$ cat config.mk
export PLATFORM = sky130hd
export DESIGN_NAME = ratio_unit
export DESIGN_NICKNAME = d
export VERILOG_FILES = /design/src/logic/ratio_pkg.sv /design/src/logic/ratio_regs.sv /design/src/logic/ratio_prescale.sv /design/src/logic/ratio_div_pipe.sv /design/src/logic/ratio_unit.sv
export SDC_FILE = /design/constraint.sdc
export NUM_CORES = 2
export LEC_CHECK = 0
export ABC_AREA = 1
export BUFFER_PORTS_ARGS = -buffer_cell sky130_fd_sc_hd__buf_4
export CAP_MARGIN = 20
export CORE_UTILIZATION = 41
export CTS_CLUSTER_DIAMETER = 80
export CTS_CLUSTER_SIZE = 40
export DETAILED_ROUTE_END_ITERATION = 12
export PLACE_DENSITY = 0.63
export SLEW_MARGIN = 40
export SYNTH_ARGS = -nofsm -noshare
export SYNTH_HDL_FRONTEND = slang
export SYNTH_SLANG_ARGS = --single-unit
$ cat constraint.sdc
create_clock -name clk_i -period 2.8 [get_ports clk_i]
set_input_delay 0.28 -clock clk_i [delete_from_list [all_inputs] [get_ports clk_i]]
set_output_delay 0.28 -clock clk_i [all_outputs]
set_load 0.01 [all_outputs]
$ cat src/logic/ratio_pkg.sv
`default_nettype none

package ratio_pkg;

    // operand and result width
    localparam int OPERAND_WIDTH = 16;

    // fraction bits applied to the numerator before division
    localparam int FRAC_MAX = 8;
    localparam int FRAC_WIDTH = 4;

    // the numerator after the left shift
    localparam int DIVIDEND_WIDTH = OPERAND_WIDTH + FRAC_MAX;

    // one quotient bit per dividend bit
    localparam int QUOTIENT_WIDTH = DIVIDEND_WIDTH;

    // input register stage plus one stage per quotient bit
    localparam int DIV_STAGES = QUOTIENT_WIDTH + 1;

    // prescale stage, division stages, clamp stage
    localparam int RATIO_LATENCY = DIV_STAGES + 2;

    // register map
    localparam logic REG_ADDR_FRAC = 1'b0;
    localparam logic REG_ADDR_ZERO = 1'b1;

endpackage

`default_nettype wire

$ cat src/logic/ratio_regs.sv
`timescale 1ns/10ps
`default_nettype none

module ratio_regs
    import ratio_pkg::*;
(
    input  wire logic                     clk_i,
    input  wire logic                     reset_ni,

    // register write strobe
    input  wire logic                     reg_we_i,
    input  wire logic                     reg_addr_i,
    input  wire logic [OPERAND_WIDTH-1:0] reg_wdata_i,

    // configuration towards the datapath
    output logic      [FRAC_WIDTH-1:0]    frac_bits_o,
    output logic      [OPERAND_WIDTH-1:0] zero_value_o
);

    logic [FRAC_WIDTH-1:0] frac_wdata;
    logic [FRAC_WIDTH-1:0] frac_limited;

    // only the low bits of the write data carry the fraction count
    assign frac_wdata = reg_wdata_i[FRAC_WIDTH-1:0];

    // counts above the dividend headroom fall back to the maximum
    assign frac_limited = (frac_wdata > FRAC_WIDTH'(FRAC_MAX)) ? FRAC_WIDTH'(FRAC_MAX)
                                                               : frac_wdata;

    always_ff @(posedge clk_i) begin
        if (!reset_ni) begin
            frac_bits_o  <= '0;
            zero_value_o <= '0;
        end else if (reg_we_i) begin
            case (reg_addr_i)
                REG_ADDR_FRAC: frac_bits_o  <= frac_limited;
                REG_ADDR_ZERO: zero_value_o <= reg_wdata_i;
                default: begin
                    frac_bits_o  <= frac_bits_o;
                    zero_value_o <= zero_value_o;
                end
            endcase
        end
    end

    // a write with an unknown address would silently hit neither register
    a_addr_known: assert property (
        @(posedge clk_i) disable iff (!reset_ni)
        reg_we_i |-> !$isunknown(reg_addr_i)
    );

endmodule

`default_nettype wire

$ cat src/logic/ratio_prescale.sv
`timescale 1ns/10ps
`default_nettype none

module ratio_prescale
    import ratio_pkg::*;
(
    input  wire logic                      clk_i,
    input  wire logic                      reset_ni,

    // operand strobe from the producer
    input  wire logic                      valid_i,
    input  wire logic [OPERAND_WIDTH-1:0]  numerator_i,
    input  wire logic [OPERAND_WIDTH-1:0]  denominator_i,
    input  wire logic [FRAC_WIDTH-1:0]     frac_bits_i,

    // towards the division pipeline
    output logic                           valid_o,
    output logic      [DIVIDEND_WIDTH-1:0] dividend_o,
    output logic      [OPERAND_WIDTH-1:0]  divisor_o,
    output logic                           div_zero_o
);

    always_ff @(posedge clk_i) begin
        if (!reset_ni) begin
            valid_o    <= 1'b0;
            div_zero_o <= 1'b0;
        end else begin
            valid_o    <= valid_i;
            // the only zero test in the unit, later stages just carry the flag
            div_zero_o <= valid_i && (denominator_i == '0);
        end
    end

    // operand payload, fraction bits widen the numerator to the dividend
    always_ff @(posedge clk_i) begin
        dividend_o <= DIVIDEND_WIDTH'(numerator_i) << frac_bits_i;
        divisor_o  <= denominator_i;
    end

    // a larger shift would push numerator bits out of the dividend
    a_frac_range: assert property (
        @(posedge clk_i) disable iff (!reset_ni)
        valid_i |-> frac_bits_i <= FRAC_WIDTH'(FRAC_MAX)
    );

endmodule

`default_nettype wire

$ cat src/logic/ratio_div_pipe.sv
`timescale 1ns/10ps
`default_nettype none

module ratio_div_pipe
    import ratio_pkg::*;
(
    input  wire logic                      clk_i,
    input  wire logic                      reset_ni,

    // from the prescale stage
    input  wire logic                      valid_i,
    input  wire logic [DIVIDEND_WIDTH-1:0] dividend_i,
    input  wire logic [OPERAND_WIDTH-1:0]  divisor_i,
    input  wire logic                      div_zero_i,
    input  wire logic [OPERAND_WIDTH-1:0]  zero_value_i,

    // result strobe
    output logic                           valid_o,
    output logic      [OPERAND_WIDTH-1:0]  result_o,
    output logic                           overflow_o,
    output logic                           div_zero_o
);

    // divisor shifted up to the top quotient bit needs the sum of both widths
    localparam int TRIAL_WIDTH = QUOTIENT_WIDTH + OPERAND_WIDTH;
    localparam int LAST = DIV_STAGES - 1;

    // flag lanes run beside the payload
    logic [DIV_STAGES-1:0]     valid_q;
    logic [DIV_STAGES-1:0]     zero_q;

    // stage payload, index 0 is the input register
    logic [DIVIDEND_WIDTH-1:0] rem_q     [DIV_STAGES];
    logic [QUOTIENT_WIDTH-1:0] quot_q    [DIV_STAGES];
    logic [OPERAND_WIDTH-1:0]  divisor_q [DIV_STAGES];

    // per stage trial subtraction
    logic [TRIAL_WIDTH-1:0]    trial [1:LAST];
    logic [LAST:1]             fits;

    logic                      saturate;

    // stage s decides quotient bit QUOTIENT_WIDTH - s
    always_comb begin
        for (int s = 1; s < DIV_STAGES; s++) begin
            trial[s] = TRIAL_WIDTH'(divisor_q[s-1]) << (QUOTIENT_WIDTH - s);
            fits[s]  = TRIAL_WIDTH'(rem_q[s-1]) >= trial[s];
        end
    end

    always_ff @(posedge clk_i) begin
        rem_q[0]     <= dividend_i;
        quot_q[0]    <= '0;
        divisor_q[0] <= divisor_i;
        for (int s = 1; s < DIV_STAGES; s++) begin
            if (fits[s]) begin
                // a fitting trial is below the remainder, so its upper bits are zero
                rem_q[s]  <= rem_q[s-1] - trial[s][DIVIDEND_WIDTH-1:0];
                quot_q[s] <= quot_q[s-1] | (QUOTIENT_WIDTH'(1) << (QUOTIENT_WIDTH - s));
            end else begin
                rem_q[s]  <= rem_q[s-1];
                quot_q[s] <= quot_q[s-1];
            end
            divisor_q[s] <= divisor_q[s-1];
        end
    end

    always_ff @(posedge clk_i) begin
        if (!reset_ni) begin
            valid_q <= '0;
            zero_q  <= '0;
        end else begin
            valid_q <= {valid_q[DIV_STAGES-2:0], valid_i};
            zero_q  <= {zero_q[DIV_STAGES-2:0], div_zero_i};
        end
    end

    // anything above the result width means the ratio does not fit
    assign saturate = |quot_q[LAST][QUOTIENT_WIDTH-1:OPERAND_WIDTH];

    // clamp stage
    always_ff @(posedge clk_i) begin
        if (zero_q[LAST]) begin
            result_o <= zero_value_i;
        end else if (saturate) begin
            result_o <= '1;
        end else begin
            result_o <= quot_q[LAST][OPERAND_WIDTH-1:0];
        end
    end

    always_ff @(posedge clk_i) begin
        if (!reset_ni) begin
            valid_o    <= 1'b0;
            overflow_o <= 1'b0;
            div_zero_o <= 1'b0;
        end else begin
            valid_o    <= valid_q[LAST];
            // a zero divisor makes every trial fit, so div-zero masks overflow
            overflow_o <= valid_q[LAST] && !zero_q[LAST] && saturate;
            div_zero_o <= valid_q[LAST] && zero_q[LAST];
        end
    end

    a_flags_exclusive: assert property (
        @(posedge clk_i) disable iff (!reset_ni)
        !(overflow_o && div_zero_o)
    );

    a_flags_need_valid: assert property (
        @(posedge clk_i) disable iff (!reset_ni)
        (overflow_o || div_zero_o) |-> valid_o
    );

endmodule

`default_nettype wire

$ cat src/logic/ratio_unit.sv
`timescale 1ns/10ps
`default_nettype none

module ratio_unit
    import ratio_pkg::*;
(
    input  wire logic                     clk_i,
    input  wire logic                     reset_ni,

    input  wire logic                     valid_i,
    input  wire logic [OPERAND_WIDTH-1:0] numerator_i,
    input  wire logic [OPERAND_WIDTH-1:0] denominator_i,

    input  wire logic                     reg_we_i,
    input  wire logic                     reg_addr_i,
    input  wire logic [OPERAND_WIDTH-1:0] reg_wdata_i,

    output logic                          valid_o,
    output logic      [OPERAND_WIDTH-1:0] result_o,
    output logic                          overflow_o,
    output logic                          div_zero_o
);

    logic [FRAC_WIDTH-1:0]     frac_bits;
    logic [OPERAND_WIDTH-1:0]  zero_value;

    // prescale to pipeline
    logic                      pre_valid;
    logic [DIVIDEND_WIDTH-1:0] pre_dividend;
    logic [OPERAND_WIDTH-1:0]  pre_divisor;
    logic                      pre_div_zero;

    ratio_regs i_ratio_regs (
        .clk_i        (clk_i),
        .reset_ni     (reset_ni),
        .reg_we_i     (reg_we_i),
        .reg_addr_i   (reg_addr_i),
        .reg_wdata_i  (reg_wdata_i),
        .frac_bits_o  (frac_bits),
        .zero_value_o (zero_value)
    );

    ratio_prescale i_ratio_prescale (
        .clk_i         (clk_i),
        .reset_ni      (reset_ni),
        .valid_i       (valid_i),
        .numerator_i   (numerator_i),
        .denominator_i (denominator_i),
        .frac_bits_i   (frac_bits),
        .valid_o       (pre_valid),
        .dividend_o    (pre_dividend),
        .divisor_o     (pre_divisor),
        .div_zero_o    (pre_div_zero)
    );

    ratio_div_pipe i_ratio_div_pipe (
        .clk_i        (clk_i),
        .reset_ni     (reset_ni),
        .valid_i      (pre_valid),
        .dividend_i   (pre_dividend),
        .divisor_i    (pre_divisor),
        .div_zero_i   (pre_div_zero),
        .zero_value_i (zero_value),
        .valid_o      (valid_o),
        .result_o     (result_o),
        .overflow_o   (overflow_o),
        .div_zero_o   (div_zero_o)
    );

endmodule

`default_nettype wire

==> out/qor.yml <==
cts_max_level: 2
dp_hpwl_mm: 99.3
syn_inst: 6246
ys_ff_latch: 1391
worstMarginPinSlew_ns: 0.832
multi_input_area_um2: 19800
synth_area_leaders: "dfxtp_1 54%, nand2_1 13%, inv_1 6.8%"
ys.flop_type: "dfxtp_1"
ys_async_sr_fraction: 0
nNetsFinal: 6721
drc_errors: 0
drive_gt1_frac: 0.0459
numPortBuffers: 71
ant_nets: 0
synth_largest_area_cell: "dfxtp_1"
final-setup-viol-count: 0
clock_latency_ns: 0.76
crit_path_end_kind: "flip-flop"
timing.final.ws_setup_ns: 0.322
hold_viol_final: 0
hold_start: "numerator_i[10]"
vias_per_cell: 4.67
grt_pass1_vias: 35918
tns_ns: 0
rrSetupSlack_ns: 0.32
p_leak_nw: 28.7
slew_headroom: 0.445
drtIter0Drc: 2616
drt_first_pass_iters: 5
clk_pin_slew_ns: 0.13
crit_path_max_fanout: 19
fillers: 12224
core_area_um2: 124000
worstSetupStartpoint: "i_ratio_regs.frac_bits_o[0]$_SDFFE_PN0P_"
period_minus_slack_ns: 2.48
period_share: 0.885
hp-class: "in2reg"
hold_path_depth: 6
yosysMostFrequentCell: "nand2_1"
synth-seq-area-share: 0.539
regArea_um2: 27800
rows: 129
grt_usage: 0.193
grt_setup_unrepaired: "no"
cts_made_buffers: 59
cts_sinks: 1391
post_drt_wl_per_cell_um: 15.4
grt_first_pass_wirelength_mm: 196
ys.warnings.count: 0
initial_utilization: 0.415
status: "completed"
skew_ns: 0.0811
clockBufferDepth: 3
post-place-ws_ns: 0.414
slew_viol_final: 0
syn_to_final_growth_pct: 10.0
grt_overflow_total: 0
grt_max_degree: 46
clock-root-buffer: "clkbuf_16"
antenna_found_initial: 4
synthesis.nets: 6585
synth_area_um2: 51700
fmax_ghz: 0.404
vias: 37651
gp_congestion: 0.930
p_per_area_nw_per_um2: 903
antenna_cells: 0
tritoncts: "done"
crit_arrival_ns: 3.13
dieArea_um2: 127000
avgSynthCellArea_um2: 8.28
die_h_um: 357
chipWidth_um: 357
r2r-end: "i_ratio_prescale.dividend_o[18]$_DFF_P_"
required_ns: 3.46
cp-start-kind: "flip-flop"
final_area_um2: 56900
timing.rr.start: "i_ratio_regs.frac_bits_o[0]$_SDFFE_PN0P_"
holdPathEnd: "i_ratio_prescale.dividend_o[17]$_DFF_P_"
max_cap_violations: 0
num_io_pins: 72
reg2reg_depth: 7
synthDistinctLibCells: 60
synth.top_cell.area_share: 0.539
ir_drop_mv: 0.658
synth_edf_count: 0
synth_common_cells: "1829 x nand2_1, 1391 x dfxtp_1, 935 x inv_1"
drt-total-wl_mm: 124
place_area_um2: 54000
critPathKind: "reg2reg"
## routing by layer
layer | up-vias | global-route usage | wire [µm]
li1 | 19635 | - | -
met3 | 137 | 0.0185 | 4750
met2 | 678 | 0.318 | 55600
met5 | - | 0 | 0
met4 | 0 | 0.0463 | 2730
met1 | 17201 | 0.273 | 60800
## power breakdown
| part | internal, mW | total (mW) | switching (mW) |
|---|---|---|---|
| logic | 5.38 | 15.3 | 9.96 |
| registers | 22.4 | 24.1 | 1.78 |
| clock network | 4.55 | 11.9 | 7.34 |
## worst max-delay path, stage by stage (launching register included)
cell           delay (ns)
dfxtp_2              0.54
inv_1                0.30
nand2_1              0.16
nand3_1              0.09
dlygate4sd3_1        0.58
nand2_1              0.09
dlygate4sd3_1        0.55
o211ai_1             0.08
## area by class of cell
class,instances,area share
Clock buffer,60,0.0260
Clock inverter,46,0.0160
Timing Repair Buffer,146,0.0214
Multi-Input combinational cell,3841,0.349
Inverter,943,0.0622
Sequential cell,1391,0.490
Tap cell,1637,0.0360
## sequential cells by signal (all words and copies together), names as in the netlist
signal                       cells
i_ratio_div_pipe.div_zero_o      1
i_ratio_div_pipe.divisor_q     384
i_ratio_div_pipe.overflow_o      1
i_ratio_div_pipe.quot_q        300
i_ratio_div_pipe.rem_q         576
i_ratio_div_pipe.result_o       16
i_ratio_div_pipe.valid_o         1
i_ratio_div_pipe.valid_q        25
i_ratio_div_pipe.zero_q         25
i_ratio_prescale.div_zero_o      1
i_ratio_prescale.dividend_o     24
i_ratio_prescale.divisor_o      16
i_ratio_prescale.valid_o         1
i_ratio_regs.frac_bits_o         4
i_ratio_regs.zero_value_o       16
## cell families after synthesis
logic type,share of synthesized area
AO/OA/AOI/OAI,0.0410
multiplexers,0.000194
XOR/XNOR,0.0232
adder cells (fa/ha/maj),0.0724
buffers and inverters,0.0776
flip-flops,0.539
AND/OR/NAND/NOR,0.247
## cell usage in the layout (no fill, tap or decap), types with 12 or more instances in the layout
cell type	Yosys	routed
xnor2_1	25	25
xor2_1	112	112
o21ai_0	130	130
nor3_1	46	46
nand4_1	143	143
nand3_2	12	12
inv_1	935	935
clkbuf_16	0	59
nand3_1	307	307
clkinv_16	0	16
dfxtp_1	1391	1390
nor4_1	19	19
buf_4	7	97
nand2_1	1829	1829
nand2_2	15	15
o21ai_1	18	18
nor2_1	562	562
dlygate4sd3_1	0	49
or2_2	18	18
fa_1	22	22
ha_1	264	264
a21oi_1	189	189
nand3b_1	29	29
## repair_timing
action,4_1_cts,5_1_grt
hold buffers,49,0
endpoints found under the setup margin,0,3
endpoints found under the hold margin,58,0
buffers inserted,0,0
resized for setup,0,1
## how the worst max path moves through the flow
stage	end	slack, ns
after floorplan	i_ratio_div_pipe.rem_q[1][166]$_DFF_P_	0.85
after detailed placement	i_ratio_div_pipe.rem_q[0][262]$_DFF_P_	0.41
after CTS	i_ratio_prescale.dividend_o[16]$_DFF_P_	0.08
final	i_ratio_prescale.dividend_o[18]$_DFF_P_	0.32
after global routing	i_ratio_div_pipe.rem_q[0][255]$_DFF_P_	0.14
after global placement	i_ratio_div_pipe.rem_q[0][304]$_DFF_P_	0.41
## through the flow
step / hold WS (ns) / util / std cells / power (mW)
floorplan: 0.308 / - / 6246 / 35.3
global placement: 0.310 / 0.434 / 7909 / 39.7
detailed placement: 0.312 / 0.434 / 7909 / 39.7
CTS: 0.00245 / 0.457 / 8064 / 51.7
global route: 0.0897 / 0.457 / 8064 / 55.0
finish: 0.0717 / 0.457 / 8064 / 51.4
Note: power is estimated with default switching activity, not from simulation.
